--- config.mk ---
export PLATFORM = sky130hd
export DESIGN_NAME = mmuTlb
export DESIGN_NICKNAME = d
export VERILOG_FILES = /design/src/rtl/tlbPkg.sv /design/src/rtl/tlbIf.sv /design/src/rtl/tlbRequestStage.sv /design/src/rtl/tlbWayArray.sv /design/src/rtl/tlbTranslate.sv /design/src/rtl/mmuTlb.sv
export VERILOG_INCLUDE_DIRS = /design/src /design/src/include
export SDC_FILE = /design/constraint.sdc
export NUM_CORES = 2
export LEC_CHECK = 0
export ABC_AREA = 0
export BUFFER_PORTS_ARGS = -buffer_cell sky130_fd_sc_hd__buf_4
export CAP_MARGIN = 20
export CORE_AREA = 3 3 581 583
export CTS_BUF_LIST = sky130_fd_sc_hd__clkbuf_8
export CTS_CLUSTER_SIZE = 25
export DETAILED_ROUTE_END_ITERATION = 8
export DIE_AREA = 0 0 584 586
export PLACE_DENSITY = 0.76
export RECOVER_POWER = 25
export SYNTH_ARGS = -nofsm -noshare
export SYNTH_HDL_FRONTEND = slang
export SYNTH_MEMORY_MAX_BITS = 65536
export SYNTH_SLANG_ARGS = --single-unit
export TNS_END_PERCENT = 5
--- constraint.sdc ---
create_clock -name clock -period 14.5 [get_ports clock]
set_input_delay 1.45 -clock clock [delete_from_list [all_inputs] [get_ports clock]]
set_output_delay 1.45 -clock clock [all_outputs]
set_load 0.01 [all_outputs]
--- src/include/tlb_defs.svh ---
/*
 TLB geometry and address macros, shared by the design and its testbench
*/
`ifndef TLB_DEFS_SVH
`define TLB_DEFS_SVH

// virtual and physical addresses are the same width
`define TLB_VADDR_W    48
`define TLB_PAGE_SHIFT 12
`define TLB_VPN_W      36

// 16 sets of 4 ways
`define TLB_INDEX_W    4
`define TLB_SETS       16
`define TLB_WAYS       4

// Wishbone data word that carries an LDTLB entry in its low bits
`define TLB_ENTRY_W    80

// page returned on a miss
`define TLB_MISS_PAGE  36'h10

`endif

--- src/rtl/tlbPkg.sv ---
/*
 TLB types: request opcodes, exception codes and the stored entry
*/
`default_nettype none

`include "tlb_defs.svh"

package tlbPkg;

	// request kinds on the Wishbone port
	typedef enum logic [1:0] {
		opLoad   = 2'd0,
		opStore  = 2'd1,
		opLdtlb  = 2'd2,
		opInvtlb = 2'd3
	} tlbOpT;

	typedef enum logic [1:0] {
		excNone      = 2'd0,
		excMiss      = 2'd1,
		excWriteProt = 2'd2
	} tlbExcT;

	// one translation, 73 bits
	// vpn is the tag, ppn the replacement page
	typedef struct packed {
		logic [`TLB_VPN_W-1:0] vpn;
		logic [`TLB_VPN_W-1:0] ppn;
		logic                  writable;
	} tlbEntryT;

endpackage

`default_nettype wire

--- src/rtl/tlbIf.sv ---
/*
 TLB internal buses: the set lookup from the request stage, with its
 copy one cycle later, and the set fill from the translate stage
*/
`default_nettype none
`timescale 1ns/1ps

`include "tlb_defs.svh"

interface tlbLookupIf;
	import tlbPkg::*;

	logic                      lookValid;
	logic [`TLB_INDEX_W-1:0]   lookIndex;
	tlbOpT                     lookOp;
	logic [`TLB_VADDR_W-1:0]   lookAdr;
	tlbEntryT                  lookEntry;
	logic                      lookBypass;

	// same fields aligned with the registered set read
	logic                      stageValid;
	logic [`TLB_INDEX_W-1:0]   stageIndex;
	tlbOpT                     stageOp;
	logic [`TLB_VADDR_W-1:0]   stageAdr;
	tlbEntryT                  stageEntry;
	logic                      stageBypass;

	modport request (output lookValid, lookIndex, lookOp, lookAdr, lookEntry, lookBypass);

	modport array (
		input  lookValid, lookIndex, lookOp, lookAdr, lookEntry, lookBypass,
		output stageValid, stageIndex, stageOp, stageAdr, stageEntry, stageBypass
	);

	modport translate (input stageValid, stageIndex, stageOp, stageAdr, stageEntry, stageBypass);
endinterface

interface tlbFillIf;
	import tlbPkg::*;

	logic                          fillWrite;
	logic                          fillClear;
	logic [`TLB_INDEX_W-1:0]       fillIndex;
	tlbEntryT [`TLB_WAYS-1:0]      fillWays;
	logic [`TLB_WAYS-1:0]          fillValid;

	modport fill (output fillWrite, fillClear, fillIndex, fillWays, fillValid);
	modport array (input fillWrite, fillClear, fillIndex, fillWays, fillValid);
endinterface

`default_nettype wire

--- src/rtl/tlbRequestStage.sv ---
/*
 TLB request stage: takes one Wishbone request when idle, picks the set
 to read and the bypass decision, and stays busy until the acknowledge
*/
`default_nettype none
`timescale 1ns/1ps

`include "tlb_defs.svh"

module tlbRequestStage (
	input  wire logic                      clock,
	input  wire logic                      reset,
	input  wire logic                      cyc,
	input  wire logic                      stb,
	input  wire tlbPkg::tlbOpT             op,
	input  wire logic [`TLB_VADDR_W-1:0]   adr,
	input  wire logic [`TLB_ENTRY_W-1:0]   datIn,
	input  wire logic                      mmuEnable,
	input  wire logic                      ack,
	tlbLookupIf.request                    look
);
	import tlbPkg::*;

	localparam int entryW = $bits(tlbEntryT);
	// physical window, top nibble C or D
	localparam logic [3:0] physWinC = 4'hC;
	localparam logic [3:0] physWinD = 4'hD;

	logic       busy;
	logic       accept;
	tlbEntryT   reqEntry;
	logic [3:0] topNibble;

	// entry sits in the low bits of the data word
	assign reqEntry  = tlbEntryT'(datIn[entryW-1:0]);
	assign topNibble = adr[`TLB_VADDR_W-1 -: 4];
	assign accept    = cyc && stb && !busy;

	always_ff @(posedge clock)
	begin
		if (reset)
		begin
			busy           <= 1'b0;
			look.lookValid <= 1'b0;
		end
		else
		begin
			look.lookValid <= accept;
			if (accept)
			begin
				busy <= 1'b1;
			end
			else if (ack)
			begin
				busy <= 1'b0;
			end
		end
	end

	always_ff @(posedge clock)
	begin
		if (accept)
		begin
			look.lookOp    <= op;
			look.lookAdr   <= adr;
			look.lookEntry <= reqEntry;
			// LDTLB writes the set of the new entry, not of adr
			if (op == opLdtlb)
			begin
				look.lookIndex <= reqEntry.vpn[`TLB_INDEX_W-1:0];
			end
			else
			begin
				look.lookIndex <= adr[`TLB_PAGE_SHIFT +: `TLB_INDEX_W];
			end
			look.lookBypass <= !mmuEnable || (topNibble == physWinC) ||
				(topNibble == physWinD);
		end
	end

endmodule

`default_nettype wire

--- src/rtl/tlbWayArray.sv ---
/*
 TLB way array: 16 sets of 4 entries with valid flags, one registered
 read per lookup, whole-set writes and a global invalidate
*/
`default_nettype none
`timescale 1ns/1ps

`include "tlb_defs.svh"

module tlbWayArray (
	input  wire logic                          clock,
	input  wire logic                          reset,
	tlbLookupIf.array                          look,
	tlbFillIf.array                            fill,
	output tlbPkg::tlbEntryT [`TLB_WAYS-1:0]   readWays,
	output logic [`TLB_WAYS-1:0]               readValid
);
	import tlbPkg::*;

	tlbEntryT [`TLB_WAYS-1:0] setMem [`TLB_SETS];
	logic [`TLB_WAYS-1:0]     validMem [`TLB_SETS];

	// entry storage
	always_ff @(posedge clock)
	begin
		if (fill.fillWrite)
		begin
			setMem[fill.fillIndex] <= fill.fillWays;
		end
		if (look.lookValid)
		begin
			readWays <= setMem[look.lookIndex];
		end
	end

	// valid flags, cleared all at once
	always_ff @(posedge clock)
	begin
		if (reset || fill.fillClear)
		begin
			for (int s = 0; s < `TLB_SETS; s++)
			begin
				validMem[s] <= '0;
			end
		end
		else if (fill.fillWrite)
		begin
			validMem[fill.fillIndex] <= fill.fillValid;
		end
	end

	always_ff @(posedge clock)
	begin
		if (reset)
		begin
			readValid <= '0;
		end
		else if (look.lookValid)
		begin
			readValid <= validMem[look.lookIndex];
		end
	end

	// request fields follow the read by one cycle
	always_ff @(posedge clock)
	begin
		if (reset)
		begin
			look.stageValid <= 1'b0;
		end
		else
		begin
			look.stageValid <= look.lookValid;
		end
	end

	always_ff @(posedge clock)
	begin
		if (look.lookValid)
		begin
			look.stageIndex  <= look.lookIndex;
			look.stageOp     <= look.lookOp;
			look.stageAdr    <= look.lookAdr;
			look.stageEntry  <= look.lookEntry;
			look.stageBypass <= look.lookBypass;
		end
	end

endmodule

`default_nettype wire

--- src/rtl/tlbTranslate.sv ---
/*
 TLB translate stage: compares the four tags, forms the physical address
 and exception, issues LDTLB fills and INVTLB clears, and registers the
 Wishbone acknowledge with the result
*/
`default_nettype none
`timescale 1ns/1ps

`include "tlb_defs.svh"

module tlbTranslate (
	input  wire logic                          clock,
	input  wire logic                          reset,
	tlbLookupIf.translate                      stage,
	input  wire tlbPkg::tlbEntryT [`TLB_WAYS-1:0] readWays,
	input  wire logic [`TLB_WAYS-1:0]          readValid,
	tlbFillIf.fill                             fill,
	output logic                               ack,
	output logic [`TLB_VADDR_W-1:0]            physAdr,
	output tlbPkg::tlbExcT                     exc
);
	import tlbPkg::*;

	// bypassed and low translated addresses land in window C
	localparam logic [3:0] physWin = 4'hC;
	localparam int topBit = `TLB_VADDR_W - 1;

	logic [`TLB_VPN_W-1:0]      reqVpn;
	logic [`TLB_PAGE_SHIFT-1:0] reqOffset;
	logic [`TLB_WAYS-1:0]       wayHit;
	logic                       anyHit;
	logic                       isAccess;
	tlbEntryT                   hitEntry;
	logic [`TLB_VADDR_W-1:0]    hitAdr;
	logic [`TLB_VADDR_W-1:0]    nextAdr;
	tlbExcT                     nextExc;

	assign reqVpn    = stage.stageAdr[`TLB_VADDR_W-1:`TLB_PAGE_SHIFT];
	assign reqOffset = stage.stageAdr[`TLB_PAGE_SHIFT-1:0];
	assign isAccess  = (stage.stageOp == opLoad) || (stage.stageOp == opStore);

	// tag compare per way
	always_comb
	begin
		for (int w = 0; w < `TLB_WAYS; w++)
		begin
			wayHit[w] = readValid[w] && (readWays[w].vpn == reqVpn);
		end
	end

	assign anyHit = |wayHit;

	// lowest hitting way wins, way 0 holds the newest insert
	always_comb
	begin
		hitEntry = readWays[0];
		for (int w = `TLB_WAYS - 1; w >= 0; w--)
		begin
			if (wayHit[w])
			begin
				hitEntry = readWays[w];
			end
		end
	end

	always_comb
	begin
		hitAdr = {hitEntry.ppn, reqOffset};
		if (hitAdr[topBit -: 4] == 4'h0)
		begin
			hitAdr[topBit -: 4] = physWin;
		end
	end

	// LDTLB and INVTLB pass the address through with no exception
	always_comb
	begin
		nextAdr = stage.stageAdr;
		nextExc = excNone;
		if (isAccess)
		begin
			if (stage.stageBypass)
			begin
				nextAdr[topBit -: 4] = physWin;
			end
			else if (!anyHit)
			begin
				nextAdr = {`TLB_MISS_PAGE, reqOffset};
				nextExc = excMiss;
			end
			else
			begin
				nextAdr = hitAdr;
				if ((stage.stageOp == opStore) && !hitEntry.writable)
				begin
					nextExc = excWriteProt;
				end
			end
		end
	end

	// new entry enters way 0, ways 0..2 shift down, way 3 drops out
	assign fill.fillWrite = stage.stageValid && (stage.stageOp == opLdtlb);
	assign fill.fillClear = stage.stageValid && (stage.stageOp == opInvtlb);
	assign fill.fillIndex = stage.stageIndex;
	assign fill.fillWays  = {readWays[`TLB_WAYS-2:0], stage.stageEntry};
	assign fill.fillValid = {readValid[`TLB_WAYS-2:0], 1'b1};

	always_ff @(posedge clock)
	begin
		if (reset)
		begin
			ack <= 1'b0;
		end
		else
		begin
			ack <= stage.stageValid;
		end
	end

	always_ff @(posedge clock)
	begin
		if (stage.stageValid)
		begin
			physAdr <= nextAdr;
			exc     <= nextExc;
		end
	end

endmodule

`default_nettype wire

--- src/rtl/mmuTlb.sv ---
/*
 MMU TLB top: a 4-way, 16-set translation buffer behind a Wishbone
 classic slave port, built from request, way array and translate stages
*/
`default_nettype none
`timescale 1ns/1ps

`include "tlb_defs.svh"

module mmuTlb (
	input  wire logic                      clock,
	input  wire logic                      reset,
	input  wire logic                      cyc,
	input  wire logic                      stb,
	input  wire tlbPkg::tlbOpT             op,
	input  wire logic [`TLB_VADDR_W-1:0]   adr,
	input  wire logic [`TLB_ENTRY_W-1:0]   datIn,
	input  wire logic                      mmuEnable,
	output logic                           ack,
	output logic [`TLB_VADDR_W-1:0]        physAdr,
	output tlbPkg::tlbExcT                 exc
);
	import tlbPkg::*;

	// set read, one cycle after the lookup
	tlbEntryT [`TLB_WAYS-1:0] readWays;
	logic [`TLB_WAYS-1:0]     readValid;

	tlbLookupIf look ();
	tlbFillIf   fill ();

	tlbRequestStage requestStage (
		.clock     (clock),
		.reset     (reset),
		.cyc       (cyc),
		.stb       (stb),
		.op        (op),
		.adr       (adr),
		.datIn     (datIn),
		.mmuEnable (mmuEnable),
		.ack       (ack),
		.look      (look.request)
	);

	tlbWayArray wayArray (
		.clock     (clock),
		.reset     (reset),
		.look      (look.array),
		.fill      (fill.array),
		.readWays  (readWays),
		.readValid (readValid)
	);

	tlbTranslate translateStage (
		.clock     (clock),
		.reset     (reset),
		.stage     (look.translate),
		.readWays  (readWays),
		.readValid (readValid),
		.fill      (fill.fill),
		.ack       (ack),
		.physAdr   (physAdr),
		.exc       (exc)
	);

endmodule

`default_nettype wire

==> flow_metrics.py <==
metrics = {
    "status": {
        "run_status": "finished clean",
    },
    "final_layout": {
        "layout_commonest_cell": "edfxtp_1",
        "drive_above_1_share_pct": 29.7,
        "mostFrequentLayoutCells": "5318 x edfxtp_1, 1456 x mux4_2, 789 x clkbuf_8",
        "nNetsFinal": 8825,
        "final_core_util_pct": 66.2,
        "area_growth_pct": 10.4,
        "final_cells": 13700,
        "design_area_um2": 221000,
    },
    "detailed_routing": {
        "vias": 92100,
        "drc_errors": 0,
        "viasPerCell": 6.72,
        "first_pass_iters": 6,
        "drt-initial-drc-count": 12900,
        "wire_per_inst_um": 34.1,
        "ant_nets": 0,
        "wirelength_mm": 468,
    },
    "global_routing": {
        "grt_max_degree": 157,
        "antenna_found_initial": 23,
        "first_global_vias": 94200,
        "overflow": 0,
        "grt_pass1_wl_mm": 675,
        "grtUsageTotal_pct": 27.8,
    },
    "cts": {
        "root_buffer": "clkbuf_8",
        "cts_max_level": 6,
        "cts_resized": 0,
        "cts.path.max_buffers": 4,
        "clock_latency_ns": 1.25,
        "clkTransAtPathRegs_ns": 0.06,
        "clock-sinks": 5342,
        "tritoncts": "done",
        "cts_setup_buffers": 0,
        "cts_buffers": 782,
        "cts_hold_buf": 0,
    },
    "sta": {
        "fin_crit_sh_pct": 37.4,
        "setup_viol": 0,
        "tightest_slew_ns": 1.22,
        "fin_crit_ns": 5.42,
        "hold_viol": 0,
        "fin_setup_tns_ns": 0,
        "slew_viol_final": 0,
        "finalClockSkew_ns": 0.0876,
        "max_clock_freq_mhz": 184,
        "hold_slack_ns": 0.383,
        "slew_headroom_pct": 18.5,
        "setup_ws_ns": 9.08,
        "grt_setup_unrepaired": "false",
    },
    "worst_setup_path": {
        "path_class": "reg2reg",
        "cp-start-kind": "flip-flop",
        "crit_fanout": 30,
        "critPathRequiredTime_ns": 15.34,
        "worstPathArrival_ns": 6.26,
        "endpoint_kind": "flip-flop",
    },
    "power_and_ir_drop": {
        "p_total_mw": 28.9,
        "power_frac_seq_pct": 59.3,
        "p_leak_nw": 69.1,
        "p_sw_mw": 6.21,
        "p_comb_share_pct": 3.0,
        "intPower_mw": 22.6,
        "pwr-share-clk_pct": 37.6,
        "powerDensity_nw_per_um2": 131,
        "swShare_pct": 21.5,
        "max-vdd-ir-drop_uv": 93.1,
    },
    "synthesis": {
        "syn_avg_cell_area_um2": 25.0,
        "yosys_warnings": 0,
        "synth_top_flop_cell": "edfxtp_1",
        "syn_nets": 8124,
        "ys_seq_elements": 5342,
        "ys_seq_area_share_pct": 80.2,
        "async_reset_ff_share_pct": 0,
        "syn_area_um2": 200000,
        "synth-edff-count": 5318,
        "synth.distinct_cells": 54,
        "netlist_instances": 7989,
    },
    "place": {
        "dpl.hpwl_mm": 245,
        "placed_area_um2": 206000,
        "place_ws_ns": 9.27,
        "dpl.cell_count": 12300,
        "io_buffers": 178,
        "gp_routability_congestion": 0.913,
    },
    "worst_hold_path": {
        "min_path_type": "in2reg",
    },
    "floorplan": {
        "pin_count": 186,
        "initial_core_util_pct": 59.9,
        "die_x_um": 584,
        "dieArea_um2": 342000,
        "coreArea_um2": 333000,
        "die_y_um": 586,
        "rows": 212,
    },
    "flow_run": {
        "drv_cap": 0,
    },
}
-- worst paths after layout --
check | startpoint | end | slack, ns | cells past startpoint
max reg2reg | wayArray.look.stageAdr[22] | translateStage.physAdr[20] | 9.08 | 9
min | datIn[16] | requestStage.look.lookEntry[16] | 0.38 | 1
max | wayArray.look.stageAdr[22] | translateStage.physAdr[20] | 9.08 | 9
min reg2reg | requestStage.look.lookEntry[68] | wayArray.look.stageEntry[68] | 0.40 | 0
-- power groups by stage --
stage | combinational, mW | sequential [mW] | clock [mW]
2_1_floorplan | 0.597 | 17.4 | 0
3_3_place_gp | 0.864 | 17.4 | 0
3_5_place_dp | 0.877 | 17.4 | 0
4_1_cts | 0.878 | 17.1 | 11.0
5_1_grt | 0.913 | 17.1 | 11.8
6_report | 0.867 | 17.1 | 10.9
-- critical path, cell delays in order (launching register included) --
cell and delay (ns):
edfxtp_1 0.92, xor2_1 0.21, nor4_1 0.31, nand4_1 0.20, nor3_2 0.64, buf_4 0.69
nand2_1 0.14, a311oi_1 0.95, a211oi_1 0.10, a21oi_1 0.80
-- metal layers --
layer	global-route usage (%)	up-vias	part of all wire [%]	wire length, um
met3	5.46	906	11	50000
met1	38.9	48900	36	169000
met2	43.8	6292	49	229000
li1	-	36000	-	-
met5	0	-	0.0073	34
met4	12.0	6	4.4	20800
-- cells in the mapped netlist, drive strengths merged (3+ instances only) --
| master | number | area share [%] |
|---|---|---|
| a21o | 16 | 0.060 |
| nand3 | 43 | 0.15 |
| nor2b | 34 | 0.11 |
| edfxtp | 5318 | 80 |
| o21ai | 3 | 0.0075 |
| mux2 | 6 | 0.034 |
| mux2i | 30 | 0.15 |
| and2 | 49 | 0.15 |
| buf | 151 | 0.36 |
| nand2b | 3 | 0.0094 |
| inv | 24 | 0.045 |
| dfxtp | 24 | 0.24 |
| nor4b | 4 | 0.018 |
| or3 | 3 | 0.0094 |
| nor3 | 10 | 0.025 |
| mux4 | 1456 | 16 |
| nand4 | 20 | 0.063 |
| a311oi | 31 | 0.14 |
| a21oi | 89 | 0.22 |
| nor4 | 48 | 0.16 |
| nand2 | 68 | 0.13 |
| xnor2 | 42 | 0.18 |
| or4 | 3 | 0.011 |
| a211oi | 27 | 0.10 |
| clkbuf | 269 | 0.51 |
| nor2 | 89 | 0.17 |
| xor2 | 99 | 0.43 |
-- cell families after synthesis --
family / Yosys count / synth area share [%]
xor gates and xnor gates: 141 / 0.618
buffers and inverters: 444 / 0.910
DFF: 5342 / 80.2
and+or+nand+nor: 385 / 1.04
muxes: 1492 / 16.6
AOI/OAI and AO/OA: 185 / 0.606
-- sequential cells by signal, indices dropped and copies added (netlist names), 4 cells and up --
register,count
wayArray.setMem,4672
wayArray.readWays,292
requestStage.look.lookEntry,73
wayArray.look.stageEntry,73
wayArray.validMem,64
requestStage.look.lookAdr,48
translateStage.physAdr,48
wayArray.look.stageAdr,48
requestStage.look.lookIndex,4
wayArray.look.stageIndex,4
wayArray.readValid,4
-- area by class of cell --
type	count	area (um2)
inverter	24	215
tap	4387	5490
antenna	24	60.1
clock inverter	615	3150
clock buffer	789	10900
fill	19900	113000
timing repair buffer	337	2830
sequential	5342	160000
multi-input combinational	2203	37700
Note: power is estimated with default switching activity, not from simulation.
